==> src/rtl/spi_pkg.sv <==
package spi_pkg;

    // APB data word
    typedef logic [31:0] word_t;

    // Register offset from the low address bits
    typedef logic [4:0] reg_addr_t;

    // SPI frame, unused upper bits held at zero
    typedef logic [15:0] frame_t;

    // Shift engine states
    typedef enum logic [1:0] {
        IDLE,   // Waiting for a buffered word
        LEAD,   // sclk at idle level, ends on the leading edge
        TRAIL,  // sclk at active level, ends on the trailing edge
        DONE    // Frame complete, rx_valid pulse
    } engine_state_t;

    // Register map
    localparam reg_addr_t DR_OFFS  = 5'h00;
    localparam reg_addr_t CR_OFFS  = 5'h04;
    localparam reg_addr_t SR_OFFS  = 5'h08;
    localparam reg_addr_t BRR_OFFS = 5'h0C;
    localparam reg_addr_t IER_OFFS = 5'h10;

    // CR fields
    localparam int CR_ENABLE    = 0;
    localparam int CR_MASTER    = 1;  // Read back only
    localparam int CR_CPHA      = 2;
    localparam int CR_CPOL      = 3;
    localparam int CR_MSB_FIRST = 4;
    localparam int CR_LEN_LSB   = 8;
    localparam int CR_LEN_MSB   = 11; // Zero selects 16 bits

    // SR flags
    localparam int SR_TBE  = 0;
    localparam int SR_RBF  = 1;
    localparam int SR_BUSY = 2;
    localparam int SR_OVR  = 3;

endpackage

==> src/rtl/spi_xfer_if.sv <==
interface spi_xfer_if #(
    parameter int BAUD_WIDTH = 16
) ();
    import spi_pkg::*;

    // Configuration from CR and BRR
    logic                  enable;
    logic                  cpol;
    logic                  cpha;
    logic                  msb_first;
    logic [3:0]            frame_len;
    logic [BAUD_WIDTH-1:0] baud;

    // Transmit buffer handoff
    frame_t                tx_data;
    logic                  tx_valid;
    logic                  tx_ready;

    // Received frame, one-cycle pulse
    frame_t                rx_data;
    logic                  rx_valid;

    logic                  busy;

    modport regs (
        output enable, cpol, cpha, msb_first, frame_len, baud,
        output tx_data, tx_valid,
        input  tx_ready, rx_data, rx_valid, busy
    );

    modport engine (
        input  enable, cpol, cpha, msb_first, frame_len, baud,
        input  tx_data, tx_valid,
        output tx_ready, rx_data, rx_valid, busy
    );

endinterface

==> src/rtl/spi_regs.sv <==
module spi_regs #(
    parameter int BAUD_WIDTH = 16
) (
    input  logic               seq,
    input  logic               reset,

    input  spi_pkg::reg_addr_t paddr,
    input  logic               psel,
    input  logic               penable,
    input  logic               pwrite,
    input  spi_pkg::word_t     pwdata,
    output spi_pkg::word_t     prdata,
    output logic               pready,
    output logic               pslverr,

    output logic               irq,

    spi_xfer_if.regs           xfer
);
    import spi_pkg::*;

    // CR fields
    logic                  enable;
    logic                  master;
    logic                  cpha;
    logic                  cpol;
    logic                  msb_first;
    logic [3:0]            frame_len;

    logic [BAUD_WIDTH-1:0] brr;
    logic [3:0]            ier;      // Same bit layout as SR

    frame_t                tx_buf;
    frame_t                rx_buf;
    logic                  tx_full;  // TBE is the inverse
    logic                  rbf;
    logic                  ovr;

    logic                  access;
    logic                  hit_dr;
    logic                  hit_cr;
    logic                  hit_sr;
    logic                  hit_brr;
    logic                  hit_ier;
    logic                  err;
    logic                  wr_ok;
    logic                  rd_ok;
    logic                  dr_read;
    logic                  ovr_clr;
    word_t                 cr_word;
    word_t                 sr_word;
    logic [3:0]            irq_src;

    assign access  = psel & penable;
    assign hit_dr  = (paddr == DR_OFFS);
    assign hit_cr  = (paddr == CR_OFFS);
    assign hit_sr  = (paddr == SR_OFFS);
    assign hit_brr = (paddr == BRR_OFFS);
    assign hit_ier = (paddr == IER_OFFS);

    // Error response conditions
    always_comb begin
        err = 1'b0;
        if (!(hit_dr | hit_cr | hit_sr | hit_brr | hit_ier)) begin
            err = 1'b1;                             // Unmapped offset
        end else if (hit_dr && !enable) begin
            err = 1'b1;
        end else if (hit_dr && pwrite && tx_full) begin
            err = 1'b1;                             // Buffer still waiting
        end
    end

    assign pready  = 1'b1;                          // No wait states
    assign pslverr = access & err;
    assign wr_ok   = access & pwrite & ~err;
    assign rd_ok   = access & ~pwrite & ~err;
    assign dr_read = rd_ok & hit_dr;
    assign ovr_clr = wr_ok & hit_sr & pwdata[SR_OVR];

    always_comb begin
        cr_word                          = '0;
        cr_word[CR_ENABLE]               = enable;
        cr_word[CR_MASTER]               = master;
        cr_word[CR_CPHA]                 = cpha;
        cr_word[CR_CPOL]                 = cpol;
        cr_word[CR_MSB_FIRST]            = msb_first;
        cr_word[CR_LEN_MSB:CR_LEN_LSB]   = frame_len;

        sr_word                          = '0;
        sr_word[SR_TBE]                  = ~tx_full;
        sr_word[SR_RBF]                  = rbf;
        sr_word[SR_BUSY]                 = xfer.busy;
        sr_word[SR_OVR]                  = ovr;
    end

    // Read mux
    always_comb begin
        case (paddr)
            DR_OFFS:  prdata = word_t'(rx_buf);
            CR_OFFS:  prdata = cr_word;
            SR_OFFS:  prdata = sr_word;
            BRR_OFFS: prdata = word_t'(brr);
            IER_OFFS: prdata = word_t'(ier);
            default:  prdata = '0;
        endcase
    end

    // Configuration registers
    always_ff @(posedge seq) begin
        if (reset) begin
            enable    <= 1'b0;
            master    <= 1'b0;
            cpha      <= 1'b0;
            cpol      <= 1'b0;
            msb_first <= 1'b0;
            frame_len <= '0;
            brr       <= '0;
            ier       <= '0;
        end else if (wr_ok) begin
            if (hit_cr) begin
                enable    <= pwdata[CR_ENABLE];
                master    <= pwdata[CR_MASTER];
                cpha      <= pwdata[CR_CPHA];
                cpol      <= pwdata[CR_CPOL];
                msb_first <= pwdata[CR_MSB_FIRST];
                frame_len <= pwdata[CR_LEN_MSB:CR_LEN_LSB];
            end
            if (hit_brr) brr <= pwdata[BAUD_WIDTH-1:0];
            if (hit_ier) ier <= pwdata[3:0];
        end
    end

    // Status flags
    always_ff @(posedge seq) begin
        if (reset) begin
            tx_full <= 1'b0;
            rbf     <= 1'b0;
            ovr     <= 1'b0;
        end else begin
            if (wr_ok && hit_dr) begin
                tx_full <= 1'b1;
            end else if (xfer.tx_valid && xfer.tx_ready) begin
                tx_full <= 1'b0;                    // Engine took the word
            end

            // A new frame wins over a DR read in the same cycle
            if (xfer.rx_valid) begin
                rbf <= 1'b1;
            end else if (dr_read) begin
                rbf <= 1'b0;
            end

            if (ovr_clr) ovr <= 1'b0;
            if (xfer.rx_valid && rbf && !dr_read) ovr <= 1'b1;
        end
    end

    // Data buffers
    always_ff @(posedge seq) begin
        if (wr_ok && hit_dr) tx_buf <= pwdata[15:0];
        if (xfer.rx_valid) rx_buf <= xfer.rx_data;  // Overwrites on overrun
    end

    always_comb begin
        irq_src          = '0;
        irq_src[SR_TBE]  = ~tx_full;
        irq_src[SR_RBF]  = rbf;
        irq_src[SR_OVR]  = ovr;
    end

    always_ff @(posedge seq) begin
        if (reset) begin
            irq <= 1'b0;
        end else begin
            irq <= |(irq_src & ier);
        end
    end

    assign xfer.enable    = enable;
    assign xfer.cpol      = cpol;
    assign xfer.cpha      = cpha;
    assign xfer.msb_first = msb_first;
    assign xfer.frame_len = frame_len;
    assign xfer.baud      = brr;
    assign xfer.tx_data   = tx_buf;
    assign xfer.tx_valid  = tx_full;

endmodule

==> src/rtl/spi_engine.sv <==
module spi_engine #(
    parameter int BAUD_WIDTH = 16
) (
    input  logic        seq,
    input  logic        reset,

    output logic        sclk,
    output logic        mosi,
    input  logic        miso,
    output logic        ss_n,

    spi_xfer_if.engine  xfer
);
    import spi_pkg::*;

    engine_state_t         state;
    logic [BAUD_WIDTH-1:0] baud_cnt;
    logic [BAUD_WIDTH-1:0] half_m1;    // Half period minus one
    logic [4:0]            bit_cnt;    // Bits left in the frame
    logic [4:0]            len_eff;

    // Frame settings held for the whole frame
    logic                  cpha_q;
    logic                  cpol_q;
    logic                  msb_q;
    logic [4:0]            len_q;

    frame_t                aligned;
    frame_t                aligned_next;
    frame_t                shift_tx;
    frame_t                shift_tx_next;
    frame_t                shift_rx;
    logic                  load_bit;
    logic                  next_bit;

    logic                  sclk_q;
    logic                  mosi_q;
    logic                  ss_q;

    logic                  take;
    logic                  half_end;
    logic                  lead_edge;
    logic                  trail_edge;
    logic                  drive;
    logic                  sample;

    assign len_eff = (xfer.frame_len == 4'd0) ? 5'd16 : {1'b0, xfer.frame_len};
    assign half_m1 = (xfer.baud == '0) ? '0 : xfer.baud - 1'b1;

    // MSB first puts the frame's top bit at bit 15
    assign aligned      = xfer.msb_first ? (xfer.tx_data << (5'd16 - len_eff)) : xfer.tx_data;
    assign aligned_next = xfer.msb_first ? (aligned << 1) : (aligned >> 1);
    assign load_bit     = xfer.msb_first ? aligned[15] : aligned[0];

    assign next_bit      = msb_q ? shift_tx[15] : shift_tx[0];
    assign shift_tx_next = msb_q ? (shift_tx << 1) : (shift_tx >> 1);

    assign take       = xfer.tx_valid & xfer.tx_ready;
    assign half_end   = (baud_cnt == '0);
    assign lead_edge  = (state == LEAD) & half_end;
    assign trail_edge = (state == TRAIL) & half_end;

    // cpha 0 samples on the leading edge and changes data on the trailing one
    assign sample = cpha_q ? trail_edge : lead_edge;
    assign drive  = cpha_q ? lead_edge : (trail_edge && bit_cnt != 5'd1);

    always_ff @(posedge seq) begin
        if (reset) begin
            state    <= IDLE;
            baud_cnt <= '0;
            bit_cnt  <= '0;
            sclk_q   <= 1'b0;
            mosi_q   <= 1'b0;
            ss_q     <= 1'b1;
        end else if (state != IDLE && !xfer.enable) begin
            state  <= IDLE;                         // Abort
            sclk_q <= xfer.cpol;
            ss_q   <= 1'b1;
        end else begin
            case (state)
                IDLE: begin
                    sclk_q <= xfer.cpol;            // Idle level tracks CR
                    if (take) begin
                        state    <= LEAD;
                        ss_q     <= 1'b0;
                        baud_cnt <= half_m1;
                        bit_cnt  <= len_eff;
                        if (!xfer.cpha) mosi_q <= load_bit;
                    end
                end
                LEAD: begin
                    if (half_end) begin
                        state    <= TRAIL;
                        sclk_q   <= ~cpol_q;
                        baud_cnt <= half_m1;
                        if (drive) mosi_q <= next_bit;
                    end else begin
                        baud_cnt <= baud_cnt - 1'b1;
                    end
                end
                TRAIL: begin
                    if (half_end) begin
                        sclk_q   <= cpol_q;
                        baud_cnt <= half_m1;
                        bit_cnt  <= bit_cnt - 5'd1;
                        state    <= (bit_cnt == 5'd1) ? DONE : LEAD;
                        if (drive) mosi_q <= next_bit;
                    end else begin
                        baud_cnt <= baud_cnt - 1'b1;
                    end
                end
                DONE: begin
                    state <= IDLE;
                    ss_q  <= 1'b1;
                end
                default: state <= IDLE;
            endcase
        end
    end

    // Shift registers and frame settings
    always_ff @(posedge seq) begin
        if (take) begin
            cpha_q   <= xfer.cpha;
            cpol_q   <= xfer.cpol;
            msb_q    <= xfer.msb_first;
            len_q    <= len_eff;
            shift_tx <= xfer.cpha ? aligned : aligned_next;  // First bit already out for cpha 0
            shift_rx <= '0;
        end else begin
            if (drive) shift_tx <= shift_tx_next;
            if (sample) begin
                shift_rx <= msb_q ? {shift_rx[14:0], miso} : {miso, shift_rx[15:1]};
            end
        end
    end

    // LSB first fills from the top, so move it down
    assign xfer.rx_data  = msb_q ? shift_rx : (shift_rx >> (5'd16 - len_q));
    assign xfer.rx_valid = (state == DONE) & xfer.enable;
    assign xfer.tx_ready = (state == IDLE) & xfer.enable;
    assign xfer.busy     = (state != IDLE);

    assign sclk = sclk_q;
    assign mosi = mosi_q;
    assign ss_n = ss_q;

endmodule

==> src/rtl/spi_periph.sv <==
module spi_periph #(
    parameter int BAUD_WIDTH = 16
) (
    input  logic               seq,
    input  logic               reset,

    // APB slave
    input  spi_pkg::reg_addr_t paddr,
    input  logic               psel,
    input  logic               penable,
    input  logic               pwrite,
    input  spi_pkg::word_t     pwdata,
    output spi_pkg::word_t     prdata,
    output logic               pready,
    output logic               pslverr,

    output logic               irq,

    // SPI master
    output logic               sclk,
    output logic               mosi,
    input  logic               miso,
    output logic               ss_n
);

    spi_xfer_if #(
        .BAUD_WIDTH (BAUD_WIDTH)
    ) xfer ();

    spi_regs #(
        .BAUD_WIDTH (BAUD_WIDTH)
    ) u_regs (
        .seq     (seq),
        .reset   (reset),
        .paddr   (paddr),
        .psel    (psel),
        .penable (penable),
        .pwrite  (pwrite),
        .pwdata  (pwdata),
        .prdata  (prdata),
        .pready  (pready),
        .pslverr (pslverr),
        .irq     (irq),
        .xfer    (xfer.regs)
    );

    spi_engine #(
        .BAUD_WIDTH (BAUD_WIDTH)
    ) u_engine (
        .seq   (seq),
        .reset (reset),
        .sclk  (sclk),
        .mosi  (mosi),
        .miso  (miso),
        .ss_n  (ss_n),
        .xfer  (xfer.engine)
    );

endmodule

==> config.mk <==
export PLATFORM = sky130hd
export DESIGN_NAME = spi_periph
export DESIGN_NICKNAME = d
export VERILOG_FILES = /design/src/rtl/spi_pkg.sv /design/src/rtl/spi_xfer_if.sv /design/src/rtl/spi_regs.sv /design/src/rtl/spi_engine.sv /design/src/rtl/spi_periph.sv
export SDC_FILE = /design/constraint.sdc
export NUM_CORES = 1
export LEC_CHECK = 0
export BUFFER_PORTS_ARGS = -buffer_cell sky130_fd_sc_hd__buf_4
export CAP_MARGIN = 20
export CORE_AREA = 4 4 149 108
export DETAILED_ROUTE_END_ITERATION = 16
export DIE_AREA = 0 0 153 112
export HOLD_SLACK_MARGIN = 0.03
export PLACE_DENSITY = 0.8
export RECOVER_POWER = 50
export SETUP_SLACK_MARGIN = 0.15
export SYNTH_ARGS = -nofsm -noshare
export SYNTH_HDL_FRONTEND = slang
export SYNTH_SLANG_ARGS = --single-unit
==> constraint.sdc <==
create_clock -name seq -period 3.6 [get_ports seq]
set_input_delay 1.08 -clock seq [delete_from_list [all_inputs] [get_ports seq]]
set_output_delay 1.08 -clock seq [all_outputs]
set_load 0.02 [all_outputs]
Yosys cells after proc, flatten, opt, wreduce, memory -nomap -nowiden
Cells that the tools add are included.
{"block": "totals", "input_bits": 43, "ff_bits": 131, "output_inout_bits": 38, "elab_cells": 157}
{"block": "classes", "n_shift": 2, "add_sub_neg": 5, "n_reduce_logical": 37, "n_mux": 46, "n_eq_ne": 17, "n_bitwise": 24}
{"cell": "2-to-1 mux 16 bit", "count": 11}
{"cell": "case mux 16 bit (5 select lines)", "count": 1}
{"cell": "zero test 16 bit", "count": 2}
{"cell": "case mux 16 bit (2 select lines)", "count": 1}
{"cell": "subtractor 16 x 1 -> 16 bit (second input constant)", "count": 2}
{"cell": "2-to-1 mux 1 bit", "count": 21}
{"cell": "nonzero test 2 bit", "count": 8}
{"cell": "left shift 16 x 5 -> 16 bit", "count": 1}
{"cell": ">> shifter 16 x 5 -> 16 bit", "count": 1}
{"cell": "2-to-1 mux 5 bit", "count": 3}
{"cell": "bitwise AND 1 bit", "count": 14}
{"cell": "equality test 5 x 4 -> 1 bit (second input constant)", "count": 2}
{"cell": "!= test 2 x 1 -> 1 bit (second input constant)", "count": 5}
{"cell": "case mux 5 bit (2 select lines)", "count": 1}
{"cell": "subtractor 5 bit (first input constant)", "count": 2}
{"cell": "logical AND 1 bit", "count": 9}
{"cell": "AND reduction 3 bit", "count": 3}
{"cell": "2-to-1 mux 2 bit", "count": 4}
{"cell": "case mux 2 bit (4 select lines)", "count": 1}
{"cell": "AND reduction 2 bit", "count": 4}
{"cell": "!= test 3 x 2 -> 1 bit (second input constant)", "count": 2}
{"cell": "AND reduction 6 bit", "count": 1}
{"cell": "equality test 5 x 1 -> 1 bit (second input constant)", "count": 1}
{"cell": "equality test 5 x 3 -> 1 bit (second input constant)", "count": 1}
{"cell": "19 further kinds", "count": 30}

Logic depth before layout (Yosys ltp)
Gate-level depths: netlist (run 1).
{"block": "logic_depth", "depth_word": 12, "ltp_mapped": 12, "ltp_nobuf": 9}

Cells and area by module
A second synthesis (run 1) with hierarchy kept.
{"block": "hier_totals", "cells_unflattened": 973, "hier_area_um2": 8785.9}
{"module": "spi_engine", "instances": 1, "cells_each": 733, "seq_area_each_um2": 1561.5, "area_each_um2": 6084.6}
{"module": "spi_regs", "instances": 1, "cells_each": 240, "seq_area_each_um2": 1621.6, "area_each_um2": 2701.3}

Least setup slack after synthesis (run 1)
No wires, ideal clock.
{"block": "synth_timing", "kind": "input to register", "startpoint": "in paddr[1]", "endpoint": "reg u_regs.tx_buf[0] (netlist: u_regs.xfer.tx_data[0]) (enable)", "t_arrival_ns": 2.877, "n_path_buf": 1, "setup_time_ns": 0.412, "slack_ns": 0.311, "cell_stages": 5, "path_cell_list": "or2_2 > clkbuf_1 > nor2_1 > nand3_1 > nor3_1"}
{"block": "synth_via", "elab_chain_cells": 9}
{"item": "start, declared", "line": "spi_periph.sv:8", "text": "input spi_pkg::reg_addr_t paddr,"}
{"item": "equality test 5 x 3 -> 1 bit / zero test 5 bit (equally long branches)", "line": "spi_regs.sv:56, spi_regs.sv:55"}
{"item": "bitwise OR 1 bit / logical AND 1 bit (equally long branches) (2 in series)", "line": "spi_regs.sv:64, spi_regs.sv:68"}
{"item": "bitwise OR 1 bit / 2-to-1 mux 1 bit (equally long branches)", "line": "spi_regs.sv:64, spi_regs.sv:68"}
{"item": "bitwise OR 1 bit / 2-to-1 mux 1 bit (equally long branches)", "line": "spi_regs.sv:64, spi_regs.sv:66"}
{"item": "2-to-1 mux 1 bit", "line": "spi_regs.sv:64", "text": "if (!(hit_dr | hit_cr | hit_sr | hit_brr | hit_ier)) begin"}
{"item": "NOT 1 bit", "line": "spi_regs.sv:75", "text": "assign wr_ok = access & pwrite & ~err;"}
{"item": "bitwise AND 1 bit", "line": "spi_regs.sv:75"}
{"item": "logical AND 1 bit (*)", "line": "spi_regs.sv:160", "text": "if (wr_ok && hit_dr) tx_buf <= pwdata[15:0];"}
{"item": "end signal, assigned", "line": "spi_regs.sv:160"}
{"item": "end, declared", "line": "spi_regs.sv:33", "text": "frame_t tx_buf;"}
Mark *: on every way between the ends. The rest lies on a longest branch, timed or not.
A chain may end at the register's enable or synchronous reset.

Worst setup path after layout (run 1)
{"block": "layout_timing", "startpoint": "in paddr[2]", "endpoint": "out prdata[1]"}
{"block": "layout_via", "elab_chain_cells": 2}
{"item": "equality test 5 bit, or another cell as far along", "line": "spi_regs.sv:98", "text": "case (paddr)"}
{"item": "case mux 16 bit (5 select lines) (*)", "line": "spi_regs.sv:98"}
{"item": "end, declared", "line": "spi_periph.sv:13", "text": "output spi_pkg::word_t prdata,"}
Marked as above.

==> metrics, run 1 <==
Max VDD drop 0.2863 mV; Routed Antenna Nets 0; synthesized area 8666 µm²; I/O Pins 81; Clk pwr share 0.522; most common cell in the synthesized netlist nor2_1; Total GRT Usage 0.2829; Tmin final 3.416 ns; type of the worst min-delay path flop to flop; CTS tree built; met1 Usage GRT 0.4229; synth top area cells edfxtp_1 19%, dfxtp_1 17%, mux2i_1 8.9%, nor2_1 4.6%, nand2_1 4.5%; switching share of power 0.2313; Reg2Reg Depth 7; largest net degree at the start of global routing 61; Switching Power 0.7989 mW; sequential cell area fraction in the yosys report 0.3673; cts bufs inserted 17; final core utilization 0.6568; Synth Instances 991; total wire length 24.54 mm; die area 17140 µm²; worst-path fanout max 13; Nets 1065; share of cells above drive strength 1 0.1058; FILL cells 1213; Rows 37; Post-Route Setup TNS 0 ns; max_slew headroom 0.1221; Die X 153 µm; gpl congestion 1.012; final-report hold violation count 0; CTS root buf clkbuf_16; Commonest cells post-synth 107 x nor2_1, 104 x nand2_1, 77 x mux2i_1, 75 x dfxtp_1, 64 x a21oi_1; final setup violation count 0; crit path from paddr[2]; 1st-pass router iterations 5; Final period util 0.9489; detailed placement HPWL 17.60 mm; cell taking the most area after synthesis edfxtp_1; first-pass GRT wire length 38.79 mm; H-Tree Level Count 4; grt ovf 0; reg2reg end u_engine.len_q[0]; number of enable flip-flop cells after synthesis 56; vias 7842; Synth top area share 0.1941; post-cts resize count 0; Syn Area/Cell 8.745 µm²; port buffer count 47; hold_buf cts 0; clk slew on worst S/H paths 0.06 ns; Sequential Area 3183 µm²; FMAX 292.7 MHz; Final Skew 0.01183 ns; CP endpoint prdata[1]; reg-to-reg critical path startpoint u_engine.state[0]; Worst-Skew Late Latency 0.43 ns; Starting Density 0.5961; via/cell ratio 6.449; Pins Over Slew Limit 0; Main synth FF type dfxtp_1; Chip Height 112 µm; busiest grt layer met1; number of global-route vias before repair 7053; Internal 2.655 mW; ys async rst share 0; critical path type primary input to output port; Antenna Cells 0; DR WL/cell 20.18 µm; Multi-input gate area 4972 µm²; r2r setup slk 0.34 ns; hold_ws 0.4931 ns; clk sinks 131; PwrDens 361.8 nW/µm²; Yosys reg bits 131; RSZ-0062 raised after global routing false; met2 global-route usage 0.4041; DRC 0; initial drt markers 1140; Setup Fix Bufs, Post-CTS 0; antenna violations before repair 1; WP data required 2.52 ns; Seq pwr share 0.446; leakage 3.756 nW; Synth cell types 91; placeable core area 14540 µm²; GR Util met3 0.07576; max-cap viol count 0; Crit path arrival time 2.34 ns; slew of the pin with the lowest slew margin 1.317 ns; area delta synth->final 10.18%; Yosys warnings 0; Logic pwr share 0.032; crit end category output port; outcome complete, no violations; CP Launch Type primary input; clk buf depth 2
## registers in the layout (all words and copies together), names as in the netlist, 2 cells and up
name                   cells
u_regs.xfer.frame_len      4
u_engine.len_q             5
u_engine.state             2
u_regs.xfer.baud          16
u_engine.shift_tx         16
u_engine.bit_cnt           5
u_regs.ier                 4
u_engine.baud_cnt         16
u_regs.rx_buf             16
u_regs.xfer.tx_data       16
u_engine.shift_rx         16
## final cells by class
| class | instances | share of cell area |
|---|---|---|
| tap | 195 | 0.02555 |
| multi-input combinational | 758 | 0.5208 |
| clock inverter | 13 | 0.01651 |
| inverter | 31 | 0.01271 |
| sequential | 131 | 0.3334 |
| clock buffer | 19 | 0.04757 |
| timing repair buffer | 69 | 0.04351 |
## cell usage in the layout, fill, tap and decap left out, drive strengths merged, types with 6 or more instances in the layout
| master | count |
|---|---|
| a211oi | 45 |
| nor4 | 11 |
| mux2 | 6 |
| a21boi | 7 |
| xor2 | 12 |
| inv | 37 |
| clkbuf | 48 |
| nand2b | 11 |
| nand2 | 106 |
| ha | 14 |
| nor3 | 29 |
| buf | 40 |
| dfxtp | 75 |
| nor2b | 19 |
| o21a | 6 |
| o21ai | 44 |
| mux4 | 10 |
| a22oi | 12 |
| xnor2 | 7 |
| a21oi | 64 |
| o22ai | 8 |
| a2111oi | 6 |
| a31oi | 9 |
| edfxtp | 56 |
| and2 | 6 |
| mux2i | 77 |
| o31ai | 10 |
| conb | 17 |
| nor2 | 108 |
| nand3 | 21 |
| nand4 | 6 |
## per-stage QoR
step	std cells	area, µm²	setup slack [ns]	power (mW)
finish	1216	9548	0.1840	3.454
global route	1216	9548	0.1363	3.552
CTS	1216	9677	0.2648	3.480
detailed placement	1184	9065	0.2778	1.689
global placement	1184	9065	0.3047	1.688
floorplan	1006	8722	0.3114	1.653
## kinds of logic after synthesis
| group | after synthesis | share of synthesized area |
|---|---|---|
| AOI/OAI and AO/OA | 265 | 0.2091 |
| xor gates and xnor gates | 19 | 0.02007 |
| adders and majority gates | 14 | 0.02021 |
| buffers and inverters | 117 | 0.06324 |
| DFF | 131 | 0.3673 |
| muxes | 93 | 0.1240 |
| other | 2 | 0.0008666 |
| and+or+nand+nor | 350 | 0.1952 |
## metal layers
layer / part of all wire / vias up
met3: 0.12 / 54
met2: 0.41 / 484
met4: 0.019 / 2
met5: 0.00033 / -
li1: - / 3658
met1: 0.45 / 3644
## worst max-delay path: stages
cell and delay, ns:
clkbuf_1 0.14, buf_4 0.25, mux4_2 0.55, nand2b_1 0.10, a21oi_1 0.07, buf_4 0.16
## power by group through the flow
| stage | logic [mW] | registers [mW] | clock network [mW] |
|---|---|---|---|
| 6_report | 0.110 | 1.54 | 1.80 |
| 2_1_floorplan | 0.0801 | 1.57 | 0 |
| 3_5_place_dp | 0.116 | 1.57 | 0 |
| 4_1_cts | 0.116 | 1.54 | 1.82 |
| 5_1_grt | 0.118 | 1.54 | 1.89 |
| 3_3_place_gp | 0.114 | 1.57 | 0 |
## how the worst min path moves through the flow
stage / from / end / slack [ns] / cells after the start
6_report: u_engine.ss_n / u_engine.ss_n / 0.49 / 1
4_1_cts: u_engine.ss_n / u_engine.ss_n / 0.49 / 1
3_3_place_gp: u_engine.baud_cnt[3] / u_engine.baud_cnt[3] / 0.48 / 2
2_1_floorplan: u_regs.xfer.cpha / u_engine.cpha_q / 0.41 / 0
5_1_grt: u_engine.ss_n / u_engine.ss_n / 0.52 / 1
3_5_place_dp: u_engine.ss_n / u_engine.ss_n / 0.48 / 1
(Power assumes the default switching activity.)
==> run 2, diff against run 1 <==
--- a/config.mk
+++ b/config.mk
@@ -18,2 +18,3 @@
 export SYNTH_HDL_FRONTEND = slang
 export SYNTH_SLANG_ARGS = --single-unit
+export TNS_END_PERCENT = 50
==> constraint.sdc (replaced) <==
create_clock -name seq -period 3.6 [get_ports seq]
set_input_delay 0.72 -clock seq [delete_from_list [all_inputs] [get_ports seq]]
set_output_delay 0.72 -clock seq [all_outputs]
set_load 0.02 [all_outputs]
==> run 2 against run 1 <==
  * Non-clock buffer count fell by 1
  * Clock-buffer cell count fell by 1
  * Core utilization fell by 0.13 points
  * Worst setup slack improved by 0.20 ns
  * Largest power group unchanged
  * Sequential cell count did not move
  * Via count rose by 0.32%
  * Clock power barely moved
  * Sequential power barely moved
  * Highest routed layer is now met4
==> metrics, run 2 (synthesis gave the netlist of run 1 again) <==
commonest non-fill, non-tap cell in the layout nor2_1; Tmin final 3.214 ns (-0.2022 ns); port buffer count 47 (unchanged); Antenna Cells 0 (unchanged); placeable core area 14540 µm² (unchanged); Max VDD drop 0.3551 mV (+24%); Setup Fix Bufs, Post-CTS 0 (unchanged); area delta synth->final 9.962%; DR WL/cell 20.37 µm (+0.98%); Final Skew 0.01339 ns (+0.001555 ns); Reg2Reg Depth 9 (+2); share of cells above drive strength 1 0.1069 (+0.001084); Starting Density 0.5961 (unchanged); post-cts resize count 0 (unchanged); clk slew on worst S/H paths 0.06 ns (about the same); critical path type flop to flop; Post-Route Setup TNS 0 ns (unchanged); finished layout cell area 9529 µm² (-0.20%); type of the worst min-delay path flop to flop; clk sinks 131 (unchanged); final-report hold violation count 0 (unchanged); WP data required 3.76 ns (+1.24 ns); Nets 1064 (-0.094%); I/O Pins 81 (unchanged); Min-Delay Startpoint u_engine.baud_cnt[3]; detailed placement HPWL 17.46 mm (-0.78%); gpl congestion 0.9984 (-1.3%); Final period util 0.8927 (-0.05616); total wire length 24.75 mm (+0.89%); CP Launch Type flop; Pins Over Slew Limit 0 (unchanged); CTS root buf clkbuf_16; Rows 37 (unchanged); clk buf depth 2 (unchanged); grt ovf 0 (unchanged); cts bufs inserted 17 (unchanged); max_slew headroom 0.1636 (+0.04153); number of global-route vias before repair 7092 (+0.55%); Hold EP u_engine.baud_cnt[3]; leakage 3.745 nW (-0.28%); first-pass GRT wire length 38.76 mm (about the same); initial drt markers 1118 (-1.9%); Crit path arrival time 3.37 ns (+1.03 ns); Routed Antenna Nets 0 (unchanged); FMAX 311.2 MHz (+6.3%); die area 17140 µm² (unchanged); Chip Height 112 µm (unchanged); reg2reg end u_engine.shift_tx[13]; antenna violations before repair 0 (-1); worst-path fanout max 18 (+5); outcome complete, no violations; commonest non-fill, non-tap cells in the layout 106 x nor2_1, 104 x nand2_1, 77 x mux2i_1; CTS tree built; H-Tree Level Count 4 (unchanged); RSZ-0062 raised after global routing false; DRC 0 (unchanged); vias 7867 (+0.32%); Total GRT Usage 0.2819 (-0.001054); reg-to-reg critical path startpoint u_engine.state[0]; Power Total 3.424 mW (-0.87%); max-cap viol count 0 (unchanged); slew of the pin with the lowest slew margin 1.255 ns (-0.06229 ns); via/cell ratio 6.475 (+0.40%); Post-DP Area 9057 µm² (about the same); WHS Path Cells 2 (+1); FILL cells 1220 (+0.58%); hold_buf cts 0 (unchanged); Worst-Skew Late Latency 0.42 ns (about the same); r2r setup slk 0.39 ns (+0.05 ns); 1st-pass router iterations 8 (+3); largest net degree at the start of global routing 61 (unchanged); final setup violation count 0 (unchanged); Die X 153 µm (unchanged); crit end category flop; PwrDens 359.3 nW/µm² (-0.68%)
run 2: changes by cell type in the layout (fill, tap and decap cells not counted), sizes merged:
cell / change
inv: +1
clkbuf: -2
run 2: how the worst max path moves through the flow:
stage                                        start                endpoint  depth (start not counted)
after floorplan                           paddr[1]  u_regs.xfer.tx_data[0]                          5
after global placement    u_regs.xfer.frame_len[1]   u_engine.shift_tx[11]                          9
after detailed placement  u_regs.xfer.frame_len[1]   u_engine.shift_tx[11]                          9
after CTS                 u_regs.xfer.frame_len[1]   u_engine.shift_tx[11]                          9
after global routing             u_engine.state[0]   u_engine.shift_tx[10]                         11
final                            u_engine.state[0]   u_engine.shift_tx[13]                          9
run 2: per-layer routing:
| layer | GRT usage | wire (µm) |
|---|---|---|
| met4 | 0.08190 | 451 |
| met5 | 0 | 0 |
| met2 | 0.3941 | 10330 |
| met3 | 0.06799 | 2943 |
| met1 | 0.4311 | 11030 |
run 2: power breakdown:
part / internal (mW) / switching, mW / total (mW) / leakage [nW]
combinational: 0.0317 / 0.0758 / 0.108 / 2.34
sequential: 1.54 / 0.00149 / 1.54 / 1.12
clock: 1.04 / 0.732 / 1.78 / 0.291
run 2: cell type report:
class	instances	area, µm²	area share
Clock buffer	18	429.2	0.04504
Clock inverter	14	163.9	0.01720
Inverter	31	121.4	0.01274
Sequential cell	131	3183	0.3340
Timing Repair Buffer	68	406.6	0.04267
Tap cell	195	244.0	0.02560
Multi-Input combinational cell	758	4981	0.5227
run 2: metrics by stage:
stage          std cells  setup slack [ns]  hold slack [ns]    util
4_1_cts             1215            0.7122           0.4838  0.6639
2_1_floorplan       1006            0.6714           0.4064       -
3_5_place_dp        1183            0.7367           0.4882  0.6231
5_1_grt             1215            0.2355           0.5134  0.6555
6_report            1215            0.3862           0.4997  0.6555
3_3_place_gp        1183            0.7649           0.4729  0.6231
run 2: critical path, stage by stage, from the launching register on:
cell      delay [ns]
dfxtp_1         0.43
inv_1           0.12
ha_1            0.24
buf_4           0.18
nand3_1         0.08
clkbuf_1        0.74
inv_1           0.46
buf_4           0.31
a211oi_1        0.33
a211oi_2        0.07
